`src/io_pkg.sv`:
```
// Input side definitions
package io_pkg;

	// Keys currently held on the PS/2 keyboard.
	typedef struct packed {
		logic fire;
		logic start1;
		logic start2;
		logic coin;
	} key_state_t;

	// Game control inputs, all active low.
	typedef struct packed {
		logic coin_n;
		logic start1_n;
		logic start2_n;
		logic fire_n;
		logic test_n;
	} game_ctrl_t;

	// Bit positions in the menu status word.
	localparam int STATUS_RESET      = 0;
	localparam int STATUS_SELF_TEST  = 1;
	localparam int STATUS_SCAN_LO    = 3; // Two bits wide.
	localparam int STATUS_CORE_RESET = 6;

	// Set 2 scan codes of the game keys.
	localparam logic [7:0] SC_FIRE   = 8'h29; // Space bar.
	localparam logic [7:0] SC_START1 = 8'h16;
	localparam logic [7:0] SC_START2 = 8'h1E;
	localparam logic [7:0] SC_COIN   = 8'h2E;

	localparam logic [7:0] SC_BREAK  = 8'hF0;
	localparam logic [7:0] SC_EXTEND = 8'hE0;

endpackage

```
`src/av_pkg.sv`:
```
// Video and audio definitions
package av_pkg;

	// Scanline dimming applied to odd lines.
	typedef enum logic [1:0] {
		SCAN_NONE = 2'd0,
		SCAN_25   = 2'd1,
		SCAN_50   = 2'd2
	} scan_mode_e;

	// Monochrome pixel as produced by the game core.
	typedef struct packed {
		logic [7:0] luma;
		logic       hsync;
		logic       vsync;
	} pixel_t;

	// VGA output with 6 bits per colour.
	typedef struct packed {
		logic [5:0] r;
		logic [5:0] g;
		logic [5:0] b;
		logic       hs;
		logic       vs;
	} vga_t;

	// Width of one sound channel from the core.
	localparam int AUDIO_CH_W = 7;

	// Width of the base colour value taken from the luma.
	localparam int COLOR_W = 6;

endpackage

```
`src/ps2_keyboard.sv`:
```
// PS/2 keyboard decoder
`timescale 1ns/1ps

module ps2_keyboard (
	input  logic               clk_24,
	input  logic               rst_n,
	input  logic               ps2_kbd_clk,
	input  logic               ps2_kbd_data,
	output io_pkg::key_state_t keys
);
	import io_pkg::*;

	localparam int IDLE_LIMIT = 2000;

	logic [2:0]  clk_sync; // Two synchroniser flops and the previous sample.
	logic [1:0]  data_sync;
	logic        fall;
	logic        last_bit;
	logic [3:0]  bit_cnt;
	logic [9:0]  shift;
	logic [10:0] idle_cnt;
	logic [7:0]  code;
	logic        frame_ok;
	logic        brk;
	logic        ext;

	assign fall     = clk_sync[2] & ~clk_sync[1];
	assign last_bit = (bit_cnt == 4'd10);
	assign code     = shift[8:1];

	// Start bit low, stop bit high and odd parity over data plus parity bit.
	assign frame_ok = ~shift[0] & data_sync[1] & (^shift[9:1]);

	always_ff @(posedge clk_24 or negedge rst_n) begin
		if (!rst_n) begin
			clk_sync  <= 3'b111;
			data_sync <= 2'b11;
		end else begin
			clk_sync  <= {clk_sync[1:0], ps2_kbd_clk};
			data_sync <= {data_sync[0], ps2_kbd_data};
		end
	end

	always_ff @(posedge clk_24 or negedge rst_n) begin
		if (!rst_n) begin
			bit_cnt  <= '0;
			idle_cnt <= '0;
		end else if (fall) begin
			idle_cnt <= '0;
			bit_cnt  <= last_bit ? 4'd0 : bit_cnt + 4'd1;
		end else if (bit_cnt != 4'd0) begin
			// A stalled frame is abandoned so the next start bit realigns.
			if (idle_cnt == 11'(IDLE_LIMIT - 1)) begin
				bit_cnt  <= '0;
				idle_cnt <= '0;
			end else begin
				idle_cnt <= idle_cnt + 11'd1;
			end
		end
	end

	// The stop bit is checked straight from the pin and never shifted in.
	always_ff @(posedge clk_24) begin
		if (fall && !last_bit) begin
			shift <= {data_sync[1], shift[9:1]};
		end
	end

	always_ff @(posedge clk_24 or negedge rst_n) begin
		if (!rst_n) begin
			keys <= '0;
			brk  <= 1'b0;
			ext  <= 1'b0;
		end else if (fall && last_bit && frame_ok) begin
			if (code == SC_BREAK) begin
				brk <= 1'b1;
			end else if (code == SC_EXTEND) begin
				ext <= 1'b1;
			end else begin
				brk <= 1'b0;
				ext <= 1'b0;
				if (!ext) begin // Extended keys share codes with game keys.
					case (code)
						SC_FIRE:   keys.fire   <= ~brk;
						SC_START1: keys.start1 <= ~brk;
						SC_START2: keys.start2 <= ~brk;
						SC_COIN:   keys.coin   <= ~brk;
						default: ;
					endcase
				end
			end
		end
	end

	a_bit_cnt_range: assert property (@(posedge clk_24) disable iff (!rst_n)
		bit_cnt <= 4'd10)
		else $error("ps2_keyboard: bit count beyond the stop bit");

endmodule

```
`src/control_mapper.sv`:
```
// Game control mapper
`timescale 1ns/1ps

module control_mapper (
	input  logic               clk_24,
	input  logic               rst_n,
	input  io_pkg::key_state_t keys,
	input  logic [7:0]         joystick_0,
	input  logic [7:0]         joystick_1,
	input  logic [1:0]         buttons,
	input  logic [31:0]        status,
	input  logic               scandoubler_disable,
	output io_pkg::game_ctrl_t game_ctrl,
	output logic               game_reset_n,
	output av_pkg::scan_mode_e scan_mode
);
	import io_pkg::*;
	import av_pkg::*;

	localparam int JOY_FIRE = 4;

	logic       reset_req;
	game_ctrl_t ctrl_next;
	scan_mode_e scan_next;

	assign reset_req = status[STATUS_RESET] | status[STATUS_CORE_RESET] | buttons[1];

	always_comb begin
		ctrl_next.coin_n   = ~keys.coin;
		ctrl_next.start1_n = ~keys.start1;
		ctrl_next.start2_n = ~keys.start2;
		ctrl_next.fire_n   = ~(keys.fire | joystick_0[JOY_FIRE] | joystick_1[JOY_FIRE]);
		ctrl_next.test_n   = ~status[STATUS_SELF_TEST];

		// Value 1 is the HQ2x setting, which this shell does not provide.
		case (status[STATUS_SCAN_LO +: 2])
			2'd2:    scan_next = SCAN_25;
			2'd3:    scan_next = SCAN_50;
			default: scan_next = SCAN_NONE;
		endcase
		if (scandoubler_disable) begin
			scan_next = SCAN_NONE;
		end
	end

	always_ff @(posedge clk_24 or negedge rst_n) begin
		if (!rst_n) begin
			game_ctrl    <= '1;
			game_reset_n <= 1'b0; // Hold the core in reset.
			scan_mode    <= SCAN_NONE;
		end else begin
			game_ctrl    <= ctrl_next;
			game_reset_n <= ~reset_req;
			scan_mode    <= scan_next;
		end
	end

	a_reset_follows: assert property (@(posedge clk_24) disable iff (!rst_n)
		reset_req |=> !game_reset_n)
		else $error("control_mapper: game reset not asserted after a reset source");

endmodule

```
`src/audio_dac.sv`:
```
// Delta-sigma audio DAC
`timescale 1ns/1ps

module audio_dac #(
	parameter int SAMPLE_W = 8
) (
	input  logic       clk_24,
	input  logic       rst_n,
	input  logic [6:0] audio1,
	input  logic [6:0] audio2,
	output logic       audio_out
);

	logic [SAMPLE_W-1:0] sample;
	logic [SAMPLE_W-1:0] acc;
	logic [SAMPLE_W:0]   acc_sum;

	// The sample is wide enough that the two channels never overflow.
	assign sample  = SAMPLE_W'(audio1) + SAMPLE_W'(audio2);
	assign acc_sum = {1'b0, acc} + {1'b0, sample};

	// The carry out of the accumulator is the pulse density output.
	always_ff @(posedge clk_24 or negedge rst_n) begin
		if (!rst_n) begin
			acc       <= '0;
			audio_out <= 1'b0;
		end else begin
			acc       <= acc_sum[SAMPLE_W-1:0];
			audio_out <= acc_sum[SAMPLE_W];
		end
	end

	a_out_known: assert property (@(posedge clk_24) disable iff (!rst_n)
		!$isunknown(audio_out))
		else $error("audio_dac: output is unknown");

endmodule

```
`src/scanline_video.sv`:
```
// Scanline video output
`timescale 1ns/1ps

module scanline_video (
	input  logic               clk_24,
	input  logic               rst_n,
	input  logic               ce_pix,
	input  av_pkg::pixel_t     game_pixel,
	input  av_pkg::scan_mode_e scan_mode,
	output av_pkg::vga_t       vga
);
	import av_pkg::*;

	logic               hs_prev;
	logic               vs_prev;
	logic               line_odd;
	logic [COLOR_W-1:0] base;
	logic [COLOR_W-1:0] level;

	assign base = game_pixel.luma[7:2];

	always_comb begin
		level = base;
		if (line_odd) begin
			case (scan_mode)
				SCAN_25: level = base - (base >> 2);
				SCAN_50: level = base >> 1;
				default: level = base;
			endcase
		end
	end

	always_ff @(posedge clk_24 or negedge rst_n) begin
		if (!rst_n) begin
			hs_prev  <= 1'b0;
			vs_prev  <= 1'b0;
			line_odd <= 1'b0;
			vga      <= '0;
		end else if (ce_pix) begin
			hs_prev <= game_pixel.hsync;
			vs_prev <= game_pixel.vsync;
			// A new frame always starts on an even line.
			if (game_pixel.vsync && !vs_prev) begin
				line_odd <= 1'b0;
			end else if (game_pixel.hsync && !hs_prev) begin
				line_odd <= ~line_odd;
			end
			vga.r  <= level;
			vga.g  <= level;
			vga.b  <= level;
			vga.hs <= game_pixel.hsync;
			vga.vs <= game_pixel.vsync;
		end
	end

	a_vga_hold: assert property (@(posedge clk_24) disable iff (!rst_n)
		!ce_pix |=> $stable(vga))
		else $error("scanline_video: vga changed without ce_pix");

endmodule

```
`src/arcade_shell.sv`:
```
// Arcade host shell top level
`timescale 1ns/1ps

module arcade_shell (
	input  logic               clk_24,
	input  logic               rst_n,
	input  logic               ps2_kbd_clk,
	input  logic               ps2_kbd_data,
	input  logic [7:0]         joystick_0,
	input  logic [7:0]         joystick_1,
	input  logic [1:0]         buttons,
	input  logic [31:0]        status,
	input  logic               scandoubler_disable,
	input  logic               ce_pix,
	input  av_pkg::pixel_t     game_pixel,
	input  logic [6:0]         audio1,
	input  logic [6:0]         audio2,
	output io_pkg::game_ctrl_t game_ctrl,
	output logic               game_reset_n,
	output av_pkg::vga_t       vga,
	output logic               audio_out
);
	import io_pkg::*;
	import av_pkg::*;

	// One bit of headroom holds the sum of both channels.
	localparam int DAC_SAMPLE_W = AUDIO_CH_W + 1;

	key_state_t keys;
	scan_mode_e scan_mode;

	ps2_keyboard ps2_keyboard_inst (
		.clk_24       (clk_24),
		.rst_n        (rst_n),
		.ps2_kbd_clk  (ps2_kbd_clk),
		.ps2_kbd_data (ps2_kbd_data),
		.keys         (keys)
	);

	control_mapper control_mapper_inst (
		.clk_24              (clk_24),
		.rst_n               (rst_n),
		.keys                (keys),
		.joystick_0          (joystick_0),
		.joystick_1          (joystick_1),
		.buttons             (buttons),
		.status              (status),
		.scandoubler_disable (scandoubler_disable),
		.game_ctrl           (game_ctrl),
		.game_reset_n        (game_reset_n),
		.scan_mode           (scan_mode)
	);

	audio_dac #(
		.SAMPLE_W (DAC_SAMPLE_W)
	) audio_dac_inst (
		.clk_24    (clk_24),
		.rst_n     (rst_n),
		.audio1    (audio1),
		.audio2    (audio2),
		.audio_out (audio_out)
	);

	scanline_video scanline_video_inst (
		.clk_24     (clk_24),
		.rst_n      (rst_n),
		.ce_pix     (ce_pix),
		.game_pixel (game_pixel),
		.scan_mode  (scan_mode),
		.vga        (vga)
	);

endmodule

```
`config.mk`:
```
export PLATFORM = sky130hd
export DESIGN_NAME = arcade_shell
export DESIGN_NICKNAME = d
export VERILOG_FILES = /design/src/io_pkg.sv /design/src/av_pkg.sv /design/src/ps2_keyboard.sv /design/src/control_mapper.sv /design/src/audio_dac.sv /design/src/scanline_video.sv /design/src/arcade_shell.sv
export SDC_FILE = /design/constraint.sdc
export NUM_CORES = 1
export LEC_CHECK = 0
export CAP_MARGIN = 20
export CORE_MARGIN = 2
export CORE_UTILIZATION = 40
export DETAILED_ROUTE_END_ITERATION = 6
export DONT_BUFFER_PORTS = 1
export PLACE_DENSITY_LB_ADDON = 0.15
export SLEW_MARGIN = 20
export SYNTH_ARGS = -nofsm -noshare
export SYNTH_HDL_FRONTEND = slang
export SYNTH_SLANG_ARGS = --single-unit
```
`constraint.sdc`:
```
create_clock -name clk_24 -period 2.1 [get_ports clk_24]
set_clock_uncertainty 0.15 [all_clocks]
set_input_delay 0.42 -clock clk_24 [delete_from_list [all_inputs] [get_ports clk_24]]
set_output_delay 0.42 -clock clk_24 [all_outputs]
set_load 0.01 [all_outputs]
```
==> metrics.csv <==
stage,metric,value,unit
global_routing,wire length of the first global-routing pass,10.1,mm
final_layout,final std cells w/o fill,451,
global_routing,grt ovf,0,
timing,Final min period,2.28,ns
drt,antenna-violating nets left,0,
yosys,top-area cell type share of the netlist area,30.9,%
timing,max-slew violations,0,
yosys,syn_nets,424,
worst_setup_path,FF-to-FF End,audio_dac_inst.acc[7],
clock_network,total clock sinks,62,
drt,"wirelength, routed",5.98,mm
min_path,Hold Path Class,in2reg,
timing,fin worst setup slack,-0.183,ns
final_layout,share of layout cells above drive strength 1,24.0,%
floorplan,io pins,107,
clock_network,CTS tree,done,
worst_setup_path,Critical Path Fanout Max,2,
placement,IO buf count,0,
power_and_ir_drop,Cell Pwr Density,935,nW/um^2
worst_setup_path,CP cell instances,fa_1 -> ha_2 -> inv_2 -> fa_2 -> nor2b_1 -> o21a_1 -> o21ai_1 -> nand2b_1 -> a21oi_2 -> xnor2_1,
worst_setup_path,critical path's top delay family,adder cells,
drt,vias,2188,
worst_setup_path,R2R setup slack,-0.18,ns
final_layout,"most common cell after layout, fill and taps aside",dfrtp_1,
min_path,Hold Path Cell Cnt,1,
global_routing,vias in the first global route,2268,
final_layout,final design utilization,49.4,%
worst_setup_path,critical path required time,2.17,ns
yosys,post-synthesis sequential area ratio,47.5,%
outcome,failing checks,negative setup slack,
floorplan,Core ar.,8220,um^2
clock_network,CTS Buf Count,9,
timing,Max Fclk,438,MHz
worst_setup_path,worst-path cell with the longest stage delay,fa_1,
worst_setup_path,CP Capture Type,register,
drt,DR vias/cell,4.85,
min_path,worst hold start,ce_pix,
clock_network,H-tree depth,3,
yosys,Synth Instances,306,
worst_setup_path,CP max stage delay,0.49,ns
yosys,top post-synthesis cells by area,"dfrtp_1, ha_1, edfxtp_1",
clock_network,Clock Latency Late Sink,0.33,ns
flow_run,Max-Cap Viols,0,
timing,Tcrit/Tclk final,109,%
timing,Worst Tran Pin Value,0.326,ns
placement,Placed Cells,416,
power_and_ir_drop,leakage power,0.00185,uW
yosys,post-synth top area cell,dfrtp_1,
yosys,"Avg Cell Area, Syn",11.1,um^2
global_routing,initial antenna violation count,0,
worst_setup_path,critical path type,reg2reg,
worst_setup_path,Worst Path Arrival,2.36,ns
outcome,run status,"complete, but fails checks",
timing,Slew HR,78.1,%
timing,# setup viols final,4,
clock_network,Root Driver,clkbuf_8,
yosys,Post-synth top flop,dfrtp_1,
worst_setup_path,r2r startpoint,audio_dac_inst.acc[1],
power_and_ir_drop,VDD IR max,0.717,mV
drt,DRT iter0 DRCs,95,
floorplan,Die Height,96.2,um
worst_setup_path,Buf/Inv on CP,1,
clock_network,clk slew on worst S/H paths,0.07,ns
yosys,synth warn,0,
placement,gpl congestion,0.789,
min_path,Min-Delay Endpoint,scanline_video_inst.vga[19],
yosys,Netlist cell types,43,
timing,"Hold Vio Cnt, Final",0,
final_layout,Ant. Diodes,0,
floorplan,Starting Density,41.4,%
drt,per-cell routed wire length,13.3,um
final_layout,nets@finish,459,
worst_setup_path,R2R cell count,10,
floorplan,Row Count,33,
final_layout,most frequent cells in the layout,"dfrtp_1, inv_1, buf_4",
timing,aggregate negative setup slack,-0.385,ns
worst_setup_path,Worst setup SP type,register,
timing,RSZ-0062 raised after global routing,yes,
yosys,number of synthesized flops with an enable pin,10,
yosys,Yosys reg bits,62,
global_routing,All-Layer GR Usage,14.3,%
floorplan,chip width,96.2,um
final_layout,area delta synth->final,19.3,%
clock_network,CTS Buffer Depth,2,
final_layout,filler cell count,739,
placement,DP HPWL,4.17,mm
yosys,Async SR Flop Fraction,83.9,%
floorplan,die area,9250,um^2
drt,DRC Markers,0,
drt,DRT Pass-1 Iters,4,
global_routing,largest net degree at the start of global routing,53,
yosys,cell area after synthesis,3400,um^2
[cells by family after synthesis]
kind of cell    after synthesis  share of synthesized area (%)
fa+ha+maj                    38                           16.0
mux                           6                           1.88
compound gates               46                           9.68
xor+xnor                     20                           5.15
flops                        62                           47.5
simple gates                 79                           12.1
buf+inv                      55                           7.73
[synth_stat cells (3+ instances only)]
master and instances:
a21o_1 5, a21oi_1 8, a221o_1 3, and3_1 5, buf_4 15, clkbuf_1 3
dfrtp_1 42, dfstp_2 10, edfxtp_1 10, fa_1 9, ha_1 29, inv_1 37
mux2_2 3, mux2i_1 3, nand2_1 16, nand3_1 10, nand4_1 3, nor2_1 17
nor2b_1 8, nor3_1 8, o211ai_1 3, o21a_1 3, o21ai_0 14, xnor2_1 10
xor2_1 10
[sequential cells by signal, indices dropped and copies added (netlist names), 3 cells and up]
register and count:
ps2_keyboard_inst.idle_cnt 11, ps2_keyboard_inst.shift 10, audio_dac_inst.acc 8, scanline_video_inst.vga 8
control_mapper_inst.game_ctrl 5, ps2_keyboard_inst.bit_cnt 4, ps2_keyboard_inst.keys 4, ps2_keyboard_inst.clk_sync 3
[per-layer routing]
metal	global-route usage (%)	part of all wire, %	vias to the layer above
met2	22.7	49	41
met5	0	0	-
met4	6.43	1.6	0
met3	3.76	4.4	7
li1	-	-	1091
met1	18.1	45	1049
[how the worst max path moves through the flow]
stage / slack (ns) / cells past startpoint / to / start
4_1_cts: -0.20 / 10 / audio_dac_inst.acc[7] / audio_dac_inst.acc[1]
2_1_floorplan: -0.20 / 10 / audio_dac_inst.acc[7] / audio1[1]
3_5_place_dp: -0.31 / 12 / audio_dac_inst.acc[7] / audio1[0]
3_3_place_gp: -0.33 / 12 / audio_dac_inst.acc[7] / audio1[0]
5_1_grt: -0.27 / 10 / audio_dac_inst.acc[7] / audio_dac_inst.acc[1]
6_report: -0.18 / 10 / audio_dac_inst.acc[7] / audio_dac_inst.acc[1]
[stage by stage]
stage               hold slack, ns  setup WS [ns]  total power (uW)  instance area, um^2
finish                      0.0204         -0.183              3790                 4060
global route               0.00647         -0.272              4120                 4060
CTS                        0.00854         -0.203              3840                 3960
detailed placement         -0.0231         -0.310              2820                 3590
global placement           -0.0234         -0.334              2800                 3590
floorplan                  -0.0256         -0.197              2550                 3410
[area by class of cell]
type,instances,area (um^2),area share [%]
Tap cell,105,131,3.24
Timing Repair Buffer,42,372,9.16
Multi-Input combinational cell,189,1630,40.3
Sequential cell,62,1610,39.8
Inverter,37,139,3.42
Clock inverter,4,22.5,0.555
Clock buffer,12,145,3.58
[what timing repair did]
| action | 4_1_cts | 5_1_grt |
|---|---|---|
| pin swaps | 10 | 10 |
| gates resized for setup | 12 | 13 |
| endpoints found under the setup margin | 8 | 11 |
| hold buffers | 11 | 0 |
| endpoints found under the hold margin | 58 | 0 |
| buffers inserted | 4 | 4 |
[report_power, final]
| group | internal (uW) | switching (uW) | leakage, uW | total, uW |
|---|---|---|---|---|
| clock network | 455 | 454 | 0.0000861 | 909 |
| registers | 1440 | 166 | 0.000734 | 1610 |
| logic | 671 | 605 | 0.00103 | 1280 |
| total | 2570 | 1230 | 0.00185 | 3790 |
Note: power is estimated with default switching activity, not from simulation.
